### config.mk
export PLATFORM = sky130hd
export DESIGN_NAME = sd_spi_init
export DESIGN_NICKNAME = d
export VERILOG_FILES = /design/src/sd_spi_pkg.sv /design/src/sd_cmd_if.sv /design/src/sd_clk_gen.sv /design/src/sd_cmd_engine.sv /design/src/sd_init_fsm.sv /design/src/sd_spi_init.sv
export SDC_FILE = /design/constraint.sdc
export NUM_CORES = 1
export LEC_CHECK = 0
export BUFFER_PORTS_ARGS = -buffer_cell sky130_fd_sc_hd__buf_2
export CELL_PAD_IN_SITES_DETAIL_PLACEMENT = 1
export CELL_PAD_IN_SITES_GLOBAL_PLACEMENT = 2
export CORE_UTILIZATION = 37
export DETAILED_ROUTE_END_ITERATION = 16
export PLACE_DENSITY = 0.79
export SLEW_MARGIN = 40
export SYNTH_ARGS = -nofsm -noshare
export SYNTH_HDL_FRONTEND = slang
export SYNTH_HIERARCHICAL = 1
export SYNTH_SLANG_ARGS = --single-unit
### constraint.sdc
create_clock -name clk -period 3.7 [get_ports clk]
set_input_delay 0.555 -clock clk [delete_from_list [all_inputs] [get_ports clk]]
set_output_delay 0.555 -clock clk [all_outputs]
set_load 0.05 [all_outputs]
### src/sd_spi_pkg.sv
package sd_spi_pkg;

  // sd clock divider, in clk cycles per half period
  // slow rate kept small so simulation stays short
  localparam int SLOW_HALF_PERIOD  = 8;
  localparam int FAST_HALF_PERIOD  = 2;

  // init timing and limits
  localparam int POWERUP_SD_CLOCKS = 80;
  localparam int RETRY_LIMIT       = 10;
  localparam int RESP_TIMEOUT_BITS = 100;

  // frame and response sizes in bits
  localparam int CMD_FRAME_BITS    = 48;
  localparam int CMD_HEAD_BITS     = 40;
  localparam int R1_BITS           = 8;
  localparam int R7_BITS           = 40;

  typedef logic [5:0]                             cmd_index_t;
  typedef logic [31:0]                            cmd_arg_t;
  typedef logic [6:0]                             crc7_t;
  typedef logic [R7_BITS-1:0]                     resp_t;
  typedef logic [3:0]                             retry_cnt_t;
  typedef logic [7:0]                             half_period_t;
  // wide enough for frame position and timeout samples
  typedef logic [$clog2(RESP_TIMEOUT_BITS)-1:0]   bit_cnt_t;
  typedef logic [$clog2(POWERUP_SD_CLOCKS)-1:0]   pwr_cnt_t;

  // x^7 + x^3 + 1 without the top term
  localparam crc7_t CRC7_POLY = 7'h09;

  localparam cmd_index_t CMD_GO_IDLE          = 6'd0;
  localparam cmd_index_t CMD_SEND_IF_COND     = 6'd8;
  localparam cmd_index_t CMD_SET_BLOCKLEN     = 6'd16;
  localparam cmd_index_t ACMD_SD_SEND_OP_COND = 6'd41;
  localparam cmd_index_t CMD_APP_CMD          = 6'd55;
  localparam cmd_index_t CMD_READ_OCR         = 6'd58;

  // voltage range 1, check pattern aa
  localparam cmd_arg_t ARG_IF_COND   = 32'h0000_01AA;
  localparam cmd_arg_t ARG_HCS       = 32'h4000_0000;
  localparam cmd_arg_t ARG_BLOCK_LEN = 32'd512;

  localparam logic [R1_BITS-1:0] R1_READY        = 8'h00;
  localparam logic [R1_BITS-1:0] R1_IDLE         = 8'h01;
  localparam logic [R1_BITS-1:0] R1_ILLEGAL_IDLE = 8'h05;

  typedef enum logic [2:0] {IDLE, SEND, WAIT_START, RECEIVE, FINISH} engine_state_t;

  // each check state directly follows its send state
  typedef enum logic [4:0] {
    POWERUP,
    CMD0_SEND, CMD0_CHECK,
    CMD8_SEND, CMD8_CHECK,
    CMD58A_SEND, CMD58A_CHECK,
    CMD55_SEND, CMD55_CHECK,
    ACMD41_SEND, ACMD41_CHECK,
    CMD58B_SEND, CMD58B_CHECK,
    CMD16_SEND, CMD16_CHECK,
    DONE, FAILED
  } init_state_t;

endpackage

### src/sd_cmd_if.sv
`timescale 1ns/1ns

interface sd_cmd_if
  import sd_spi_pkg::*;
();

  // request side, held stable from start to done
  logic       start;
  cmd_index_t cmd_index;
  cmd_arg_t   cmd_arg;
  // 40-bit response when set, r1 only otherwise
  logic       long_resp;

  // completion side, resp and timeout valid with done
  logic       ready;
  logic       done;
  resp_t      resp;
  logic       timeout;

  modport host (
    output start, cmd_index, cmd_arg, long_resp,
    input  ready, done, resp, timeout
  );

  modport engine (
    input  start, cmd_index, cmd_arg, long_resp,
    output ready, done, resp, timeout
  );

endinterface

### src/sd_clk_gen.sv
`timescale 1ns/1ns

module sd_clk_gen
  import sd_spi_pkg::*;
(
  input  logic clk,
  input  logic rst_n,
  input  logic fast_mode,
  output logic sd_cclk,
  output logic fall_tick,
  output logic rise_tick
);

  half_period_t div_q;
  half_period_t reload;

  // rate picked at each toggle, so a mode change waits for the next edge
  assign reload = fast_mode ? half_period_t'(FAST_HALF_PERIOD - 1)
                            : half_period_t'(SLOW_HALF_PERIOD - 1);

  always_ff @(posedge clk) begin
    if (!rst_n) begin
      // first edge one full slow half period after reset
      div_q     <= half_period_t'(SLOW_HALF_PERIOD - 1);
      sd_cclk   <= 1'b0;
      fall_tick <= 1'b0;
      rise_tick <= 1'b0;
    end else if (div_q == '0) begin
      div_q     <= reload;
      sd_cclk   <= ~sd_cclk;
      // strobes line up with the new sd_cclk level
      rise_tick <= ~sd_cclk;
      fall_tick <= sd_cclk;
    end else begin
      div_q     <= div_q - 1'b1;
      rise_tick <= 1'b0;
      fall_tick <= 1'b0;
    end
  end

endmodule

### src/sd_cmd_engine.sv
`timescale 1ns/1ns

module sd_cmd_engine
  import sd_spi_pkg::*;
(
  input  logic     clk,
  input  logic     rst_n,
  input  logic     fall_tick,
  input  logic     rise_tick,
  input  logic     sd_data0,
  output logic     sd_cmd,
  sd_cmd_if.engine bus
);

  engine_state_t state_q;
  // frame position while sending, samples or bits while receiving
  bit_cnt_t      bit_cnt_q;
  logic          timeout_q;

  // payload
  logic [CMD_HEAD_BITS-1:0] head_q;
  crc7_t                    crc_q;
  resp_t                    resp_q;

  crc7_t      crc_next;
  logic       shift_head;
  logic       shift_crc;
  logic       start_seen;
  logic       capture;
  logic       tmo_hit;
  logic [5:0] rx_idx;
  bit_cnt_t   resp_last;

  // serial crc7 step on the outgoing head bit
  assign crc_next = {crc_q[5:0], 1'b0}
                  ^ ({7{head_q[CMD_HEAD_BITS-1] ^ crc_q[6]}} & CRC7_POLY);

  assign shift_head = (state_q == SEND) && fall_tick
                   && (bit_cnt_q < bit_cnt_t'(CMD_HEAD_BITS));
  assign shift_crc  = (state_q == SEND) && fall_tick
                   && (bit_cnt_q >= bit_cnt_t'(CMD_HEAD_BITS))
                   && (bit_cnt_q < bit_cnt_t'(CMD_FRAME_BITS - 1));

  // a low sample while hunting is the response start bit
  assign start_seen = (state_q == WAIT_START) && rise_tick && !sd_data0;
  assign capture    = start_seen || ((state_q == RECEIVE) && rise_tick);
  assign tmo_hit    = (state_q == WAIT_START) && rise_tick && sd_data0
                   && (bit_cnt_q == bit_cnt_t'(RESP_TIMEOUT_BITS - 1));

  // start bit lands in the msb, later bits fill downwards
  assign rx_idx = (state_q == WAIT_START) ? 6'(R7_BITS - 1)
                                          : 6'(R7_BITS - 1) - bit_cnt_q[5:0];

  assign resp_last = bus.long_resp ? bit_cnt_t'(R7_BITS - 1) : bit_cnt_t'(R1_BITS - 1);

  always_ff @(posedge clk) begin
    if (!rst_n) begin
      state_q   <= IDLE;
      bit_cnt_q <= '0;
      timeout_q <= 1'b0;
      sd_cmd    <= 1'b1;
    end else begin
      case (state_q)
        IDLE: begin
          if (bus.start) begin
            bit_cnt_q <= '0;
            timeout_q <= 1'b0;
            state_q   <= SEND;
          end
        end
        SEND: begin
          // one frame bit per sd clock, msb first
          if (fall_tick) begin
            if (shift_head) begin
              sd_cmd <= head_q[CMD_HEAD_BITS-1];
            end else if (shift_crc) begin
              sd_cmd <= crc_q[6];
            end else begin
              // end bit, line then idles high
              sd_cmd <= 1'b1;
            end
            if (bit_cnt_q == bit_cnt_t'(CMD_FRAME_BITS - 1)) begin
              bit_cnt_q <= '0;
              state_q   <= WAIT_START;
            end else begin
              bit_cnt_q <= bit_cnt_q + 1'b1;
            end
          end
        end
        WAIT_START: begin
          if (start_seen) begin
            bit_cnt_q <= bit_cnt_t'(1);
            state_q   <= RECEIVE;
          end else if (tmo_hit) begin
            timeout_q <= 1'b1;
            state_q   <= FINISH;
          end else if (rise_tick) begin
            bit_cnt_q <= bit_cnt_q + 1'b1;
          end
        end
        RECEIVE: begin
          if (rise_tick) begin
            if (bit_cnt_q == resp_last) begin
              state_q <= FINISH;
            end else begin
              bit_cnt_q <= bit_cnt_q + 1'b1;
            end
          end
        end
        default: begin
          // finish lasts one cycle
          state_q <= IDLE;
        end
      endcase
    end
  end

  always_ff @(posedge clk) begin
    if (bus.start && (state_q == IDLE)) begin
      // start 0, transmit 1, index, argument
      head_q <= {2'b01, bus.cmd_index, bus.cmd_arg};
      crc_q  <= '0;
      // unreceived bits stay ones, so a timeout reads all ones
      resp_q <= '1;
    end else begin
      if (shift_head) begin
        head_q <= {head_q[CMD_HEAD_BITS-2:0], 1'b0};
        crc_q  <= crc_next;
      end else if (shift_crc) begin
        crc_q  <= {crc_q[5:0], 1'b0};
      end
      if (capture) begin
        resp_q[rx_idx] <= sd_data0;
      end
    end
  end

  assign bus.ready   = (state_q == IDLE);
  assign bus.done    = (state_q == FINISH);
  assign bus.resp    = resp_q;
  assign bus.timeout = timeout_q;

endmodule

### src/sd_init_fsm.sv
`timescale 1ns/1ns

module sd_init_fsm
  import sd_spi_pkg::*;
(
  input  logic   clk,
  input  logic   rst_n,
  input  logic   rise_tick,
  output logic   fast_mode,
  output logic   sd_cs,
  output logic   init_done,
  output logic   init_error,
  output logic   card_hc,
  sd_cmd_if.host bus
);

  init_state_t state_q;
  pwr_cnt_t    pwr_cnt_q;
  // shared by the cmd0 and acmd41 loops
  retry_cnt_t  retry_q;
  logic        pending_q;
  logic        card_v2_q;

  // latched completion
  resp_t                resp_q;
  logic                 tmo_q;
  logic [R1_BITS-1:0]   r1;
  logic                 is_send;

  assign r1 = resp_q[R7_BITS-1 -: R1_BITS];

  // command fields follow the state, stable while a send state waits
  always_comb begin
    is_send       = 1'b1;
    bus.cmd_index = CMD_GO_IDLE;
    bus.cmd_arg   = '0;
    bus.long_resp = 1'b0;
    case (state_q)
      CMD0_SEND: begin
        bus.cmd_index = CMD_GO_IDLE;
      end
      CMD8_SEND: begin
        bus.cmd_index = CMD_SEND_IF_COND;
        bus.cmd_arg   = ARG_IF_COND;
        bus.long_resp = 1'b1;
      end
      CMD58A_SEND, CMD58B_SEND: begin
        bus.cmd_index = CMD_READ_OCR;
        bus.long_resp = 1'b1;
      end
      CMD55_SEND: begin
        bus.cmd_index = CMD_APP_CMD;
      end
      ACMD41_SEND: begin
        // hcs only offered to version 2 cards
        bus.cmd_index = ACMD_SD_SEND_OP_COND;
        bus.cmd_arg   = card_v2_q ? ARG_HCS : '0;
      end
      CMD16_SEND: begin
        bus.cmd_index = CMD_SET_BLOCKLEN;
        bus.cmd_arg   = ARG_BLOCK_LEN;
      end
      default: begin
        is_send = 1'b0;
      end
    endcase
  end

  // single cycle request once per send state
  assign bus.start = is_send && !pending_q;

  always_ff @(posedge clk) begin
    if (!rst_n) begin
      state_q   <= POWERUP;
      pwr_cnt_q <= '0;
      retry_q   <= '0;
      pending_q <= 1'b0;
      card_v2_q <= 1'b0;
      card_hc   <= 1'b0;
      fast_mode <= 1'b0;
      sd_cs     <= 1'b1;
    end else begin
      if (bus.start) begin
        pending_q <= 1'b1;
      end
      if (bus.done) begin
        pending_q <= 1'b0;
      end
      case (state_q)
        POWERUP: begin
          // cs high for the power-up clocks, then low for good
          if (rise_tick) begin
            if (pwr_cnt_q == pwr_cnt_t'(POWERUP_SD_CLOCKS - 1)) begin
              sd_cs   <= 1'b0;
              state_q <= CMD0_SEND;
            end else begin
              pwr_cnt_q <= pwr_cnt_q + 1'b1;
            end
          end
        end
        CMD0_CHECK: begin
          if (!tmo_q && (r1 == R1_IDLE)) begin
            retry_q <= '0;
            state_q <= CMD8_SEND;
          end else if (retry_q == retry_cnt_t'(RETRY_LIMIT - 1)) begin
            state_q <= FAILED;
          end else begin
            retry_q <= retry_q + 1'b1;
            state_q <= CMD0_SEND;
          end
        end
        CMD8_CHECK: begin
          // illegal command means a version 1 card
          if (tmo_q) begin
            state_q <= FAILED;
          end else if (r1 == R1_ILLEGAL_IDLE) begin
            card_v2_q <= 1'b0;
            state_q   <= CMD58A_SEND;
          end else if ((r1 == R1_IDLE) && (resp_q[11:0] == ARG_IF_COND[11:0])) begin
            card_v2_q <= 1'b1;
            state_q   <= CMD58A_SEND;
          end else begin
            state_q <= FAILED;
          end
        end
        CMD58A_CHECK: begin
          state_q <= tmo_q ? FAILED : CMD55_SEND;
        end
        CMD55_CHECK: begin
          state_q <= tmo_q ? FAILED : ACMD41_SEND;
        end
        ACMD41_CHECK: begin
          if (tmo_q) begin
            state_q <= FAILED;
          end else if (r1 == R1_READY) begin
            state_q <= CMD58B_SEND;
          end else if ((r1 == R1_IDLE) && (retry_q != retry_cnt_t'(RETRY_LIMIT - 1))) begin
            // still busy, poll again
            retry_q <= retry_q + 1'b1;
            state_q <= CMD55_SEND;
          end else begin
            state_q <= FAILED;
          end
        end
        CMD58B_CHECK: begin
          // ocr bit 30 is ccs, only meaningful for version 2
          if (tmo_q) begin
            state_q <= FAILED;
          end else begin
            card_hc   <= card_v2_q & resp_q[30];
            fast_mode <= 1'b1;
            state_q   <= CMD16_SEND;
          end
        end
        CMD16_CHECK: begin
          state_q <= (!tmo_q && (r1 == R1_READY)) ? DONE : FAILED;
        end
        DONE, FAILED: begin
          state_q <= state_q;
        end
        default: begin
          // send states move to their check state on done
          if (bus.done) begin
            state_q <= init_state_t'(state_q + 5'd1);
          end
        end
      endcase
    end
  end

  always_ff @(posedge clk) begin
    if (bus.done) begin
      resp_q <= bus.resp;
      tmo_q  <= bus.timeout;
    end
  end

  assign init_done  = (state_q == DONE);
  assign init_error = (state_q == FAILED);

endmodule

### src/sd_spi_init.sv
`timescale 1ns/1ns

module sd_spi_init (
  input  logic clk,
  input  logic rst_n,
  input  logic sd_data0,
  output logic sd_cclk,
  output logic sd_cmd,
  output logic sd_cs,
  output logic init_done,
  output logic init_error,
  output logic card_hc
);

  // sd clock edge strobes in the clk domain
  logic fall_tick;
  logic rise_tick;
  logic fast_mode;

  // sequencer to engine command channel
  sd_cmd_if cmd_bus ();

  sd_clk_gen u_clk_gen (
    .clk       (clk),
    .rst_n     (rst_n),
    .fast_mode (fast_mode),
    .sd_cclk   (sd_cclk),
    .fall_tick (fall_tick),
    .rise_tick (rise_tick)
  );

  sd_cmd_engine u_cmd_engine (
    .clk       (clk),
    .rst_n     (rst_n),
    .fall_tick (fall_tick),
    .rise_tick (rise_tick),
    .sd_data0  (sd_data0),
    .sd_cmd    (sd_cmd),
    .bus       (cmd_bus.engine)
  );

  sd_init_fsm u_init_fsm (
    .clk        (clk),
    .rst_n      (rst_n),
    .rise_tick  (rise_tick),
    .fast_mode  (fast_mode),
    .sd_cs      (sd_cs),
    .init_done  (init_done),
    .init_error (init_error),
    .card_hc    (card_hc),
    .bus        (cmd_bus.host)
  );

endmodule

# Word-level counts from Yosys, hierarchy flattened
# Cells that the tools add are included.
# word_totals
register_bits	172
inputBits	3
word_cells	197
output_inout_bits	6
# op_classes
bitwise_logic	8
reduce_logical	47
n_addsub	6
eq_ne	46
muxes	63
order_cmp	5
# op_table
op	count
32-bit case mux with 3 select lines	1
38-bit 2-to-1 mux	2
5-bit 2-to-1 mux	15
7-bit 2-to-1 mux	10
5-bit case mux with 9 select lines	1
40-bit bitwise mux	1
5-bit by 4-bit equality test with 1-bit output (second input constant)	8
31-bit 2-to-1 mux	1
6-bit case mux with 5 select lines	1
7-bit case mux with 4 select lines	1
3-bit 2-to-1 mux	8
5-bit by 3-bit equality test with 1-bit output (second input constant)	4
4-bit 2-to-1 mux	5
2-bit inequality test (second input constant)	9
1-bit logical AND	16
8-bit zero test	2
7-bit by 1-bit adder with 7-bit output (second input constant)	2
7-bit equality test (second input constant)	2
7-bit by 6-bit less-than comparator with 1-bit output (second input constant)	2
12-bit by 9-bit equality test with 1-bit output (second input constant)	1
6-bit 2-to-1 mux	2
3-bit case mux with 4 select lines	1
5-bit by 2-bit equality test with 1-bit output (second input constant)	2
1-bit 2-to-1 mux	10
other kinds (45)	68

# Depth between registers and ports, before layout
# Gate-level depths: netlist of the first run.
# depth
word_depth	8
ltp_mapped	11
ltp_nobuf	9

# Cells and area by module
# The synthesis of the first run kept the hierarchy.
# by_module_without_submodules
module	seq_area_each_um2	cells_each	area_each_um2	instances
sd_cmd_engine	2362.3	518	4782.1	1
sd_init_fsm	1081.0	259	2499.9	1
sd_clk_gen	220.2	52	494.2	1

# Least setup slack after synthesis of the first run
# Ideal clock, no wire load.
# synth_path
kind	register to register
from	reg u_cmd_engine.state_q[2]
to	reg u_init_fsm.state_q[0]
synth_period_minus_slack_ns	3.881
setup_ns	0.122
n_path_buf	1
required_time_ns	3.578
stages_incl_launch_ff	7
path_slack_ns	-0.181
arrival_ns	3.759
path_cell_list	dfxtp_1 clkbuf_1 nor3b_1 nor2b_1 or3_4 or3_1 o311a_1
# synth_via
elab_chain_len	3
# synth_rtl
item	line	text
from (decl)	sd_cmd_engine.sv:15	engine_state_t state_q;
from (signal assigned)	sd_cmd_engine.sv:58	state_q <= IDLE;
from (signal assigned)	sd_cmd_engine.sv:68	state_q <= SEND;
from (signal assigned)	sd_cmd_engine.sv:84	state_q <= WAIT_START;
3-bit equality test	sd_cmd_engine.sv:139	assign bus.done = (state_q == FINISH);
net cmd_bus.done	sd_cmd_if.sv:16	logic done;
9-bit nonzero test (no source line)	--	
4-bit AND reduction (no source line)	--	
to (signal assigned)	sd_init_fsm.sv:127	state_q <= tmo_q ? FAILED : CMD55_SEND;
to (signal assigned)	sd_init_fsm.sv:130	state_q <= tmo_q ? FAILED : ACMD41_SEND;
to (signal assigned)	sd_init_fsm.sv:156	state_q <= (!tmo_q && (r1 == R1_READY)) ? DONE : FAILED;
to (decl)	sd_init_fsm.sv:17	init_state_t state_q;
# The timed path passes the listed nets, and every way through them passes these cells.
# A chain may end at the register's enable or synchronous reset.

# Worst setup path in the final report of the first run
# layout_path
from	reg u_init_fsm.state_q[2]
to	reg u_cmd_engine.bit_cnt_q[6]
# layout_via
elab_chain_len	7
elab_cells_between_ends	17
classes_between	eq/ne (10); mux (3); reduce/logical (4)
# layout_rtl
item	line	text
5-bit by 2-bit equality test with 1-bit output (tied with other cells)	sd_init_fsm.sv:38	case (state_q)
3-bit OR reduction (no source line) (*)	--	
1-bit 2-to-1 mux (*)	sd_init_fsm.sv:38	
net cmd_bus.long_resp	sd_cmd_if.sv:12	logic long_resp;
6-bit 2-to-1 mux (*)	sd_cmd_engine.sv:54	assign resp_last = bus.long_resp ? bit_cnt_t'(R7_BITS - 1) : bit_cnt_t'(R1_BITS - 1);
7-bit equality test (*)	sd_cmd_engine.sv:103	if (bit_cnt_q == resp_last) begin
2-bit inequality test (no source line) (*)	--	
7-bit AND reduction (no source line) (*)	--	
to (signal assigned)	sd_cmd_engine.sv:86	bit_cnt_q <= bit_cnt_q + 1'b1;
to (signal assigned)	sd_cmd_engine.sv:98	bit_cnt_q <= bit_cnt_q + 1'b1;
to (signal assigned)	sd_cmd_engine.sv:106	bit_cnt_q <= bit_cnt_q + 1'b1;
to (decl)	sd_cmd_engine.sv:17	bit_cnt_t bit_cnt_q;
# The timed path passes the listed nets; every way through them passes the cells marked *.

==> flow_summary.json, run 1 <==
{
  "status": "completed",
  "path_cells": "nor2b_1 -> a21oi_1 -> nor2_1 -> xor2_1 -> nor4_4 -> or3_1 -> a22oi_1 -> o22ai_1",
  "postCtsSetupBuffers": 0,
  "cts_tree": "built",
  "hold_ws_ns": 0.430,
  "hold_class": "register to register",
  "antenna_found_initial": 0,
  "cts.sinks": 134,
  "cap_violations": 0,
  "crit_cells": 8,
  "insertion_delay_ns": 0.42,
  "finalCritPeriodShare_pct": 77.1,
  "grt_pass1_vias": 5360,
  "via_count": 5216,
  "path_buf_inv": 0,
  "tns_ns": 0,
  "p_leak_nw": 2.78,
  "slew-limit-headroom_pct": 49.5,
  "vias_per_cell": 5.30,
  "cts_buffer_depth": 2,
  "crit_family": "simple AND/OR/NAND/NOR gates",
  "wire_per_inst_um": 16.7,
  "skew_ns": 0.0134,
  "peakVddDrop_mv": 0.299,
  "switching_share_pct": 22.4,
  "min_path_cells": 0,
  "layout_common_cells": "nand2_1, dfxtp_1, edfxtp_1",
  "worstPathMaxFanout": 19,
  "syn_area_mm2": 0.00703,
  "syn_avg_cell_area_um2": 9.32,
  "nNetsFinal": 756,
  "firstDrtPassIters": 4,
  "cp-start-kind": "register",
  "fp.dieH_um": 140,
  "end_kind": "register",
  "rsz0062_at_grt": "false",
  "slew_violations": 0,
  "power.density_mw_per_mm2": 417,
  "yosys_warnings": 6,
  "ff2ff_path_depth": 8,
  "insertedDiodeCount": 0,
  "cts_buffers": 17,
  "hpwl_mm": 11.5,
  "cts_resized": 0,
  "p_comb_share_pct": 1.1,
  "cpMaxStageDelayCell": "dfxtp_1",
  "cts_hold_buffers": 0,
  "final_layout_size_suffix_gt1_share_pct": 11.2,
  "place_congestion": 0.837,
  "gr-total-overflow": 0,
  "row_count": 50,
  "clkPwrFrac_pct": 50.8,
  "p_switching_uw": 719,
  "portBuffers": 8,
  "cp.arrival_ns": 3.15,
  "nFillCells": 2134,
  "dieArea_mm2": 0.0195,
  "internal_power_mw": 2.49,
  "root_buffer": "clkbuf_16",
  "start_util_pct": 37.7,
  "grt_use_total_pct": 17.9,
  "cts.htree.levels": 4,
  "drt-initial-drc-count": 278,
  "critPathKind": "register to register",
  "area_growth_pct": 9.24,
  "ant_nets": 0,
  "critPathMaxStageDelay_ns": 0.71,
  "worst_slew_pin_slew_ns": 0.755,
  "cp.required_ns": 4.00,
  "clk_pin_slew_worst_paths_ns": 0.06,
  "mostFrequentLayoutCell": "nand2_1",
  "grt_max_degree": 48,
  "min_period_ns": 2.85,
  "hold_viol": 0,
  "finalSetupViolCount": 0,
  "p_seq_share_pct": 48.1,
  "ios": 9,
  "fmaxAchievable_mhz": 351,
  "die_w_um": 140,
  "drc_errors": 0,
  "drt-total-wl_mm": 16.4,
  "core_area_mm2": 0.0186,
  "syn_inst": 754,
  "grt_pass1_wl_mm": 27.6
}
## power groups by stage
stage	clock, mW	sequential (mW)	combinational, mW
after global placement	0	1.57	0.0331
after CTS	1.68	1.54	0.0345
after floorplan	0	1.57	0.0429
final	1.63	1.54	0.0338
after global routing	1.74	1.54	0.0394
after detailed placement	0	1.57	0.0346
## flip-flops by register name, indices dropped and copies added (netlist names), 3 cells and up
signal,cells
u_cmd_engine/bus.resp,21
u_init_fsm/state_q,5
u_cmd_engine/crc_q,7
u_cmd_engine/state_q,3
u_init_fsm/resp_q,21
u_cmd_engine/bit_cnt_q,7
u_cmd_engine/head_q,40
u_init_fsm/retry_q,4
u_clk_gen/div_q,8
u_init_fsm/pwr_cnt_q,7
## worst paths after layout
kind / start / to / slack [ns]
worst max-delay path: u_init_fsm/state_q[2] / u_cmd_engine/bit_cnt_q[6] / 0.85
worst min-delay path: u_cmd_engine/bus.resp[10] / u_init_fsm/resp_q[10] / 0.43
worst max register to register: u_init_fsm/state_q[2] / u_cmd_engine/bit_cnt_q[6] / 0.85
worst min register to register: u_cmd_engine/bus.resp[10] / u_init_fsm/resp_q[10] / 0.43
## final cells by class
class / instances / area (um^2) / share of cell area (%)
sequential: 134 / 3280 / 42.8
clock inverter: 15 / 141 / 1.84
multi-input combinational: 547 / 3350 / 43.6
inverter: 21 / 78.8 / 1.03
timing repair buffer: 17 / 108 / 1.40
tap: 234 / 293 / 3.81
clock buffer: 17 / 425 / 5.54
## worst reg2reg max path, delay by kind of cell (launching register included)
family	cells	cell delay (ns)
flip-flops	1	0.71
XOR/XNOR	1	0.28
AO/OA/AOI/OAI	3	0.46
AND/OR/NAND/NOR	4	1.27
## through the flow
step           total power, mW  utilization, %  setup WS [ns]  instance area, um^2  cells
6_report                  3.20            41.2          0.848                 7680    985
3_5_place_dp              1.61            38.1          0.913                 7100    953
5_1_grt                   3.32            41.2          0.557                 7680    985
4_1_cts                   3.26            41.1          0.893                 7670    985
3_3_place_gp              1.61            38.1           1.01                 7100    953
2_1_floorplan             1.62               -          0.649                 7120    778
## per-layer routing
| metal | share of wire (%) | up-vias | GRT usage, % | wire [um] |
|---|---|---|---|---|
| met3 | 2.3 | 7 | 3.72 | 372 |
| li1 | - | 2592 | - | - |
| met4 | 0.68 | 0 | 5.61 | 112 |
| met2 | 51 | 45 | 31.5 | 8430 |
| met1 | 46 | 2572 | 21.9 | 7510 |
| met5 | 0 | - | 0 | 0 |
No activity file was read; power rests on OpenSTA's default activity.
==> run 2, diff against run 1 <==
--- a/config.mk
+++ b/config.mk
@@ -5,12 +5,13 @@
 export SDC_FILE = /design/constraint.sdc
 export NUM_CORES = 1
 export LEC_CHECK = 0
+export ABC_AREA = 1
 export BUFFER_PORTS_ARGS = -buffer_cell sky130_fd_sc_hd__buf_2
 export CELL_PAD_IN_SITES_DETAIL_PLACEMENT = 1
 export CELL_PAD_IN_SITES_GLOBAL_PLACEMENT = 2
-export CORE_UTILIZATION = 37
+export CORE_UTILIZATION = 39
 export DETAILED_ROUTE_END_ITERATION = 16
-export PLACE_DENSITY = 0.79
+export PLACE_DENSITY = 0.84
 export SLEW_MARGIN = 40
 export SYNTH_ARGS = -nofsm -noshare
 export SYNTH_HDL_FRONTEND = slang
==> constraint.sdc (replaced) <==
create_clock -name clk -period 2.86 [get_ports clk]
set_input_delay 0.429 -clock clk [delete_from_list [all_inputs] [get_ports clk]]
set_output_delay 0.429 -clock clk [all_outputs]
set_load 0.05 [all_outputs]
==> run 2 against run 1 <==
Effect of this change:
- total power up 40%
- critical path type unchanged
- first-iteration DRC count shrank 3.2%
- cell count grew 16%
- sequential power rose by 34%
- routed wire length up 2.3%
- core utilization increased by 3.2 points
- sequential share of layout area down 0.28 points
- sequential cell count unchanged
- setup slack worse by 0.55 ns
- die area is 5.1% lower
- maximum frequency increased by 12%
- critical path depth up 6
==> flow_summary.json, run 2 <==
{
  "portBuffers": 8,
  "syn_area_mm2": 0.00702,
  "ant_nets": 0,
  "fp.dieH_um": 136,
  "postCtsSetupBuffers": 0,
  "cts.htree.levels": 4,
  "yosys_warnings": 6,
  "finalCritPeriodShare_pct": 89.4,
  "mostFrequentLayoutCell": "nand2_1",
  "status": "completed",
  "nNetsFinal": 918,
  "rsz0062_at_grt": "false",
  "peakVddDrop_mv": 0.404,
  "place_congestion": 0.868,
  "finalSetupViolCount": 0,
  "grt_use_total_pct": 19.7,
  "hpwl_mm": 12.3,
  "min_period_ns": 2.56,
  "power.density_mw_per_mm2": 580,
  "dieArea_mm2": 0.0185,
  "regArea_mm2": 0.00328,
  "insertedDiodeCount": 0,
  "core_area_mm2": 0.0174,
  "row_count": 48,
  "root_buffer": "clkbuf_16",
  "multiInputGateArea_mm2": 0.00313,
  "tns_ns": 0,
  "antenna_found_initial": 0,
  "cap_violations": 0,
  "skew_ns": 0.00629,
  "syn_inst": 898,
  "syn_avg_cell_area_um2": 7.82,
  "cts_hold_buffers": 0,
  "firstDrtPassIters": 4,
  "clk_pin_slew_worst_paths_ns": 0.06,
  "cts_tree": "built",
  "cts_buffer_depth": 2,
  "cp.required_ns": 3.19,
  "cts.sinks": 134,
  "cp.arrival_ns": 2.89,
  "cts_buffers": 17,
  "p_leak_nw": 3.29,
  "stdcell_count": 1138,
  "cp-start-kind": "register",
  "wire_per_inst_um": 14.8,
  "ios": 9,
  "slew-limit-headroom_pct": 66.8,
  "via_count": 5677,
  "worst_slew_pin_slew_ns": 0.495,
  "largest_reg_flops": 40,
  "slew_violations": 0,
  "fmaxAchievable_mhz": 391,
  "hold_viol": 0,
  "final_layout_size_suffix_gt1_share_pct": 11.5,
  "drt-total-wl_mm": 16.8,
  "grt_pass1_vias": 5819,
  "worstPathMaxFanout": 8,
  "hold_class": "primary input to register",
  "layout_common_cells": "nand2_1, nand3_1, inv_1",
  "grt_pass1_wl_mm": 28.2,
  "p_total_mw": 4.48,
  "gr-total-overflow": 0,
  "nFillCells": 2173,
  "dp.cells": 1106,
  "start_util_pct": 40.3,
  "cts_resized": 0,
  "drc_errors": 0,
  "area_growth_pct": 10.1,
  "regMostFlops": "u_cmd_engine/head_q",
  "insertion_delay_ns": 0.42,
  "vias_per_cell": 4.99,
  "grt_max_degree": 46,
  "critPathKind": "register to register",
  "drt-initial-drc-count": 269,
  "die_w_um": 136,
  "end_kind": "register"
}
-- run 2: stage by stage --
| step | cell area [um^2] | setup WS [ns] | hold WS (ns) | utilization [%] |
|---|---|---|---|---|
| CTS | 7730 | 0.291 | 0.314 | 44.4 |
| finish | 7730 | 0.303 | 0.325 | 44.4 |
| global route | 7730 | 0.0510 | 0.323 | 44.4 |
| global placement | 7160 | 0.559 | 0.408 | 41.1 |
| detailed placement | 7160 | 0.320 | 0.412 | 41.1 |
| floorplan | 7120 | 0.204 | 0.395 | - |
-- run 2: cell type report --
type                            count  area share [%]
Multi-Input combinational cell    633            40.5
Inverter                           98            4.76
Tap cell                          225            3.64
Clock buffer                       24            6.43
Clock inverter                      8           0.939
Sequential cell                   134            42.5
Timing Repair Buffer               16            1.30
-- run 2: where the power goes --
part	switching [mW]	internal [mW]	leakage [nW]
combinational	0.222	0.0850	1.82
sequential	0.0372	2.04	1.19
clock	0.802	1.30	0.283
total	1.06	3.42	3.29
-- run 2: final timing paths --
kind	startpoint	to	slack [ns]	depth (start not counted)
setup / recovery	u_init_fsm/state_q[0]	u_cmd_engine/bit_cnt_q[1]	0.30	14
hold / removal	rst_n	u_clk_gen/div_q[1]	0.33	2
setup reg to reg	u_init_fsm/state_q[0]	u_cmd_engine/bit_cnt_q[1]	0.30	14
hold reg to reg	u_cmd_engine/bus.resp[11]	u_init_fsm/resp_q[11]	0.42	0
-- run 2: critical path, stage by stage, from the launching register on --
cell     delay [ns]
dfxtp_1        0.40
ha_1           0.20
inv_1          0.08
nor2_1         0.15
inv_1          0.10
nor2_1         0.34
inv_1          0.11
nand2_1        0.14
nand2_1        0.08
and2_1         0.14
nand4_1        0.06
nand2_1        0.20
nor2_4         0.22
nand2_1        0.08
a21oi_1        0.17
-- run 2: per-layer routing --
layer / wire [um] / global-route usage, %
met4: 159 / 5.93
met2: 8120 / 33.2
met5: 0 / 0
met1: 8040 / 25.3
met3: 477 / 3.91
==> run 3, diff against run 2 <==
--- a/config.mk
+++ b/config.mk
@@ -9,6 +9,7 @@
 export BUFFER_PORTS_ARGS = -buffer_cell sky130_fd_sc_hd__buf_2
 export CELL_PAD_IN_SITES_DETAIL_PLACEMENT = 1
 export CELL_PAD_IN_SITES_GLOBAL_PLACEMENT = 2
+export CORE_MARGIN = 4
 export CORE_UTILIZATION = 39
 export DETAILED_ROUTE_END_ITERATION = 16
 export PLACE_DENSITY = 0.84
==> run 3 against run 2 <==
Effect of this change:
- sequential power barely moved
- setup slack improved by 0.13 ns
- total power rose by 3.6%
- maximum frequency rose by 5.2%
- clock power rose by 8%
- core utilization rose by 0.098 points
- hold slack barely moved
- sequential share of layout area fell by 0.24 points
- largest power group unchanged
- highest routed layer unchanged
==> flow_summary.json, run 3 (synthesis gave the netlist of run 2 again) <==
{
  "wl_met1_mm": 8.17,
  "clk_pin_slew_worst_paths_ns": 0.06,
  "status": "completed",
  "final_layout_size_suffix_gt1_share_pct": 11.8,
  "antenna_found_initial": 0,
  "place_congestion": 0.866,
  "p_leak_nw": 3.29,
  "hold_class": "primary input to register",
  "dieArea_mm2": 0.0202,
  "finalSetupViolCount": 0,
  "portBuffers": 8,
  "nNetsFinal": 917,
  "root_buffer": "clkbuf_16",
  "cp.arrival_ns": 2.77,
  "slew_violations": 0,
  "grt_use_total_pct": 17.9,
  "cp.required_ns": 3.20,
  "worst_slew_pin_slew_ns": 0.621,
  "cp-start-kind": "register",
  "firstDrtPassIters": 4,
  "pre_cts_slack_ns": 0.368,
  "via_count": 5657,
  "insertion_delay_ns": 0.42,
  "p_switching_mw": 1.13,
  "grt_max_degree": 62,
  "critPathKind": "register to register",
  "ios": 9,
  "switching_share_pct": 24.3,
  "cts.htree.levels": 4,
  "layout_common_cells": "nand2_1, nand3_1, inv_1",
  "cap_violations": 0,
  "tns_ns": 0,
  "nFillCells": 2147,
  "core_area_mm2": 0.0175,
  "grt_pass1_vias": 6000,
  "cts_tree": "built",
  "p_total_mw": 4.64,
  "highest_layer": "met4",
  "fp.dieH_um": 142,
  "row_count": 48,
  "clkPwrFrac_pct": 48.8,
  "end_kind": "register",
  "peakVddDrop_mv": 0.414,
  "start_util_pct": 40.2,
  "p_comb_share_pct": 6.6,
  "cts_buffers": 17,
  "fmaxAchievable_mhz": 411,
  "slew-limit-headroom_pct": 58.6,
  "power.density_mw_per_mm2": 597,
  "internal_power_mw": 3.51,
  "drt-initial-drc-count": 316,
  "postCtsSetupBuffers": 0,
  "area_growth_pct": 10.7,
  "skew_ns": 0.00760,
  "largest_reg_flops": 40,
  "regMostFlops": "u_cmd_engine/head_q",
  "wl_met3_um": 379,
  "ant_nets": 0,
  "drc_errors": 0,
  "finalCritPeriodShare_pct": 85.0,
  "vias_per_cell": 4.98,
  "p_seq_share_pct": 44.6,
  "cts_hold_buffers": 0,
  "hpwl_mm": 12.2,
  "wl_met2_mm": 8.32,
  "finalWorstSetupSlack_ns": 0.429,
  "cts_buffer_depth": 2,
  "hold_viol": 0,
  "grt_pass1_wl_mm": 29.4,
  "cts.sinks": 134,
  "worstPathMaxFanout": 8,
  "rsz0062_at_grt": "false",
  "min_period_ns": 2.43,
  "drt-total-wl_mm": 17.0,
  "gr-total-overflow": 0,
  "wire_per_inst_um": 15.0,
  "utilization_pct": 44.5,
  "mostFrequentLayoutCell": "nand2_1",
  "die_w_um": 142,
  "insertedDiodeCount": 0
}
## run 3: cell count changes in the layout (fill, tap and decap cells not counted)
cell,previous run,this run
clkbuf_4,1,0
nor2_1,75,74
clkinv_4,1,2
clkbuf_16,18,19
nor2_2,13,14
inv_6,0,2
bufinv_16,1,2
clkinvlp_4,1,5
buf_4,8,7
inv_4,1,0
clkinv_2,4,2
clkbuf_8,2,0
clkbuf_1,3,0
## run 3: what timing repair did
item                                    4_1_cts  5_1_grt
resized for setup                             0        1
endpoints found under the hold margin         0        0
endpoints found under the setup margin        0        1
## run 3: power groups by stage
stage | Sequential (mW) | Clock [mW] | Combinational [mW]
floorplan | 2.10 | 0 | 0.253
global placement | 2.11 | 0 | 0.291
detailed placement | 2.11 | 0 | 0.300
CTS | 2.07 | 2.32 | 0.304
global route | 2.08 | 2.42 | 0.341
finish | 2.07 | 2.26 | 0.307
## run 3: per-layer routing
layer | vias to the layer above | global-route usage, %
met1 | 2737 | 23.5
met4 | 0 | 4.49
met3 | 15 | 4.03
met5 | - | 0
met2 | 40 | 30.1
li1 | 2865 | -
## run 3: worst max-delay path: stages (launching register included)
cell	delay [ns]
dfxtp_1	0.41
ha_1	0.20
inv_1	0.07
nor2_1	0.14
inv_1	0.11
nor2_2	0.24
inv_1	0.09
nand2_1	0.13
nand2_1	0.08
and2_1	0.14
nand4_1	0.06
nand2_1	0.20
nor2_4	0.23
nand2_1	0.08
a21oi_1	0.15
## run 3: layout make-up
| class | instances | area (um^2) | share of cell area [%] |
|---|---|---|---|
| multi-input combinational | 633 | 3130 | 40.3 |
| timing repair buffer | 15 | 92.6 | 1.19 |
| clock inverter | 13 | 143 | 1.84 |
| inverter | 98 | 368 | 4.73 |
| sequential | 134 | 3280 | 42.2 |
| clock buffer | 19 | 475 | 6.12 |
| tap | 225 | 282 | 3.62 |
## run 3: stage by stage
| step | cell area [um^2] | instances | hold WS (ns) |
|---|---|---|---|
| 2_1_floorplan | 7120 | 922 | 0.395 |
| 3_3_place_gp | 7150 | 1105 | 0.407 |
| 3_5_place_dp | 7150 | 1105 | 0.415 |
| 4_1_cts | 7770 | 1137 | 0.312 |
| 5_1_grt | 7770 | 1137 | 0.327 |
| 6_report | 7770 | 1137 | 0.326 |
## run 3: worst paths after layout
check                                              start                         to  slack (ns)  depth (start not counted)
worst max-delay path               u_init_fsm/state_q[0]  u_cmd_engine/bit_cnt_q[3]        0.43                         14
worst min-delay path                               rst_n         u_clk_gen/div_q[1]        0.33                          2
worst max register to register     u_init_fsm/state_q[0]  u_cmd_engine/bit_cnt_q[3]        0.43                         14
worst min register to register  u_cmd_engine/bus.resp[3]       u_init_fsm/resp_q[3]        0.43                          0
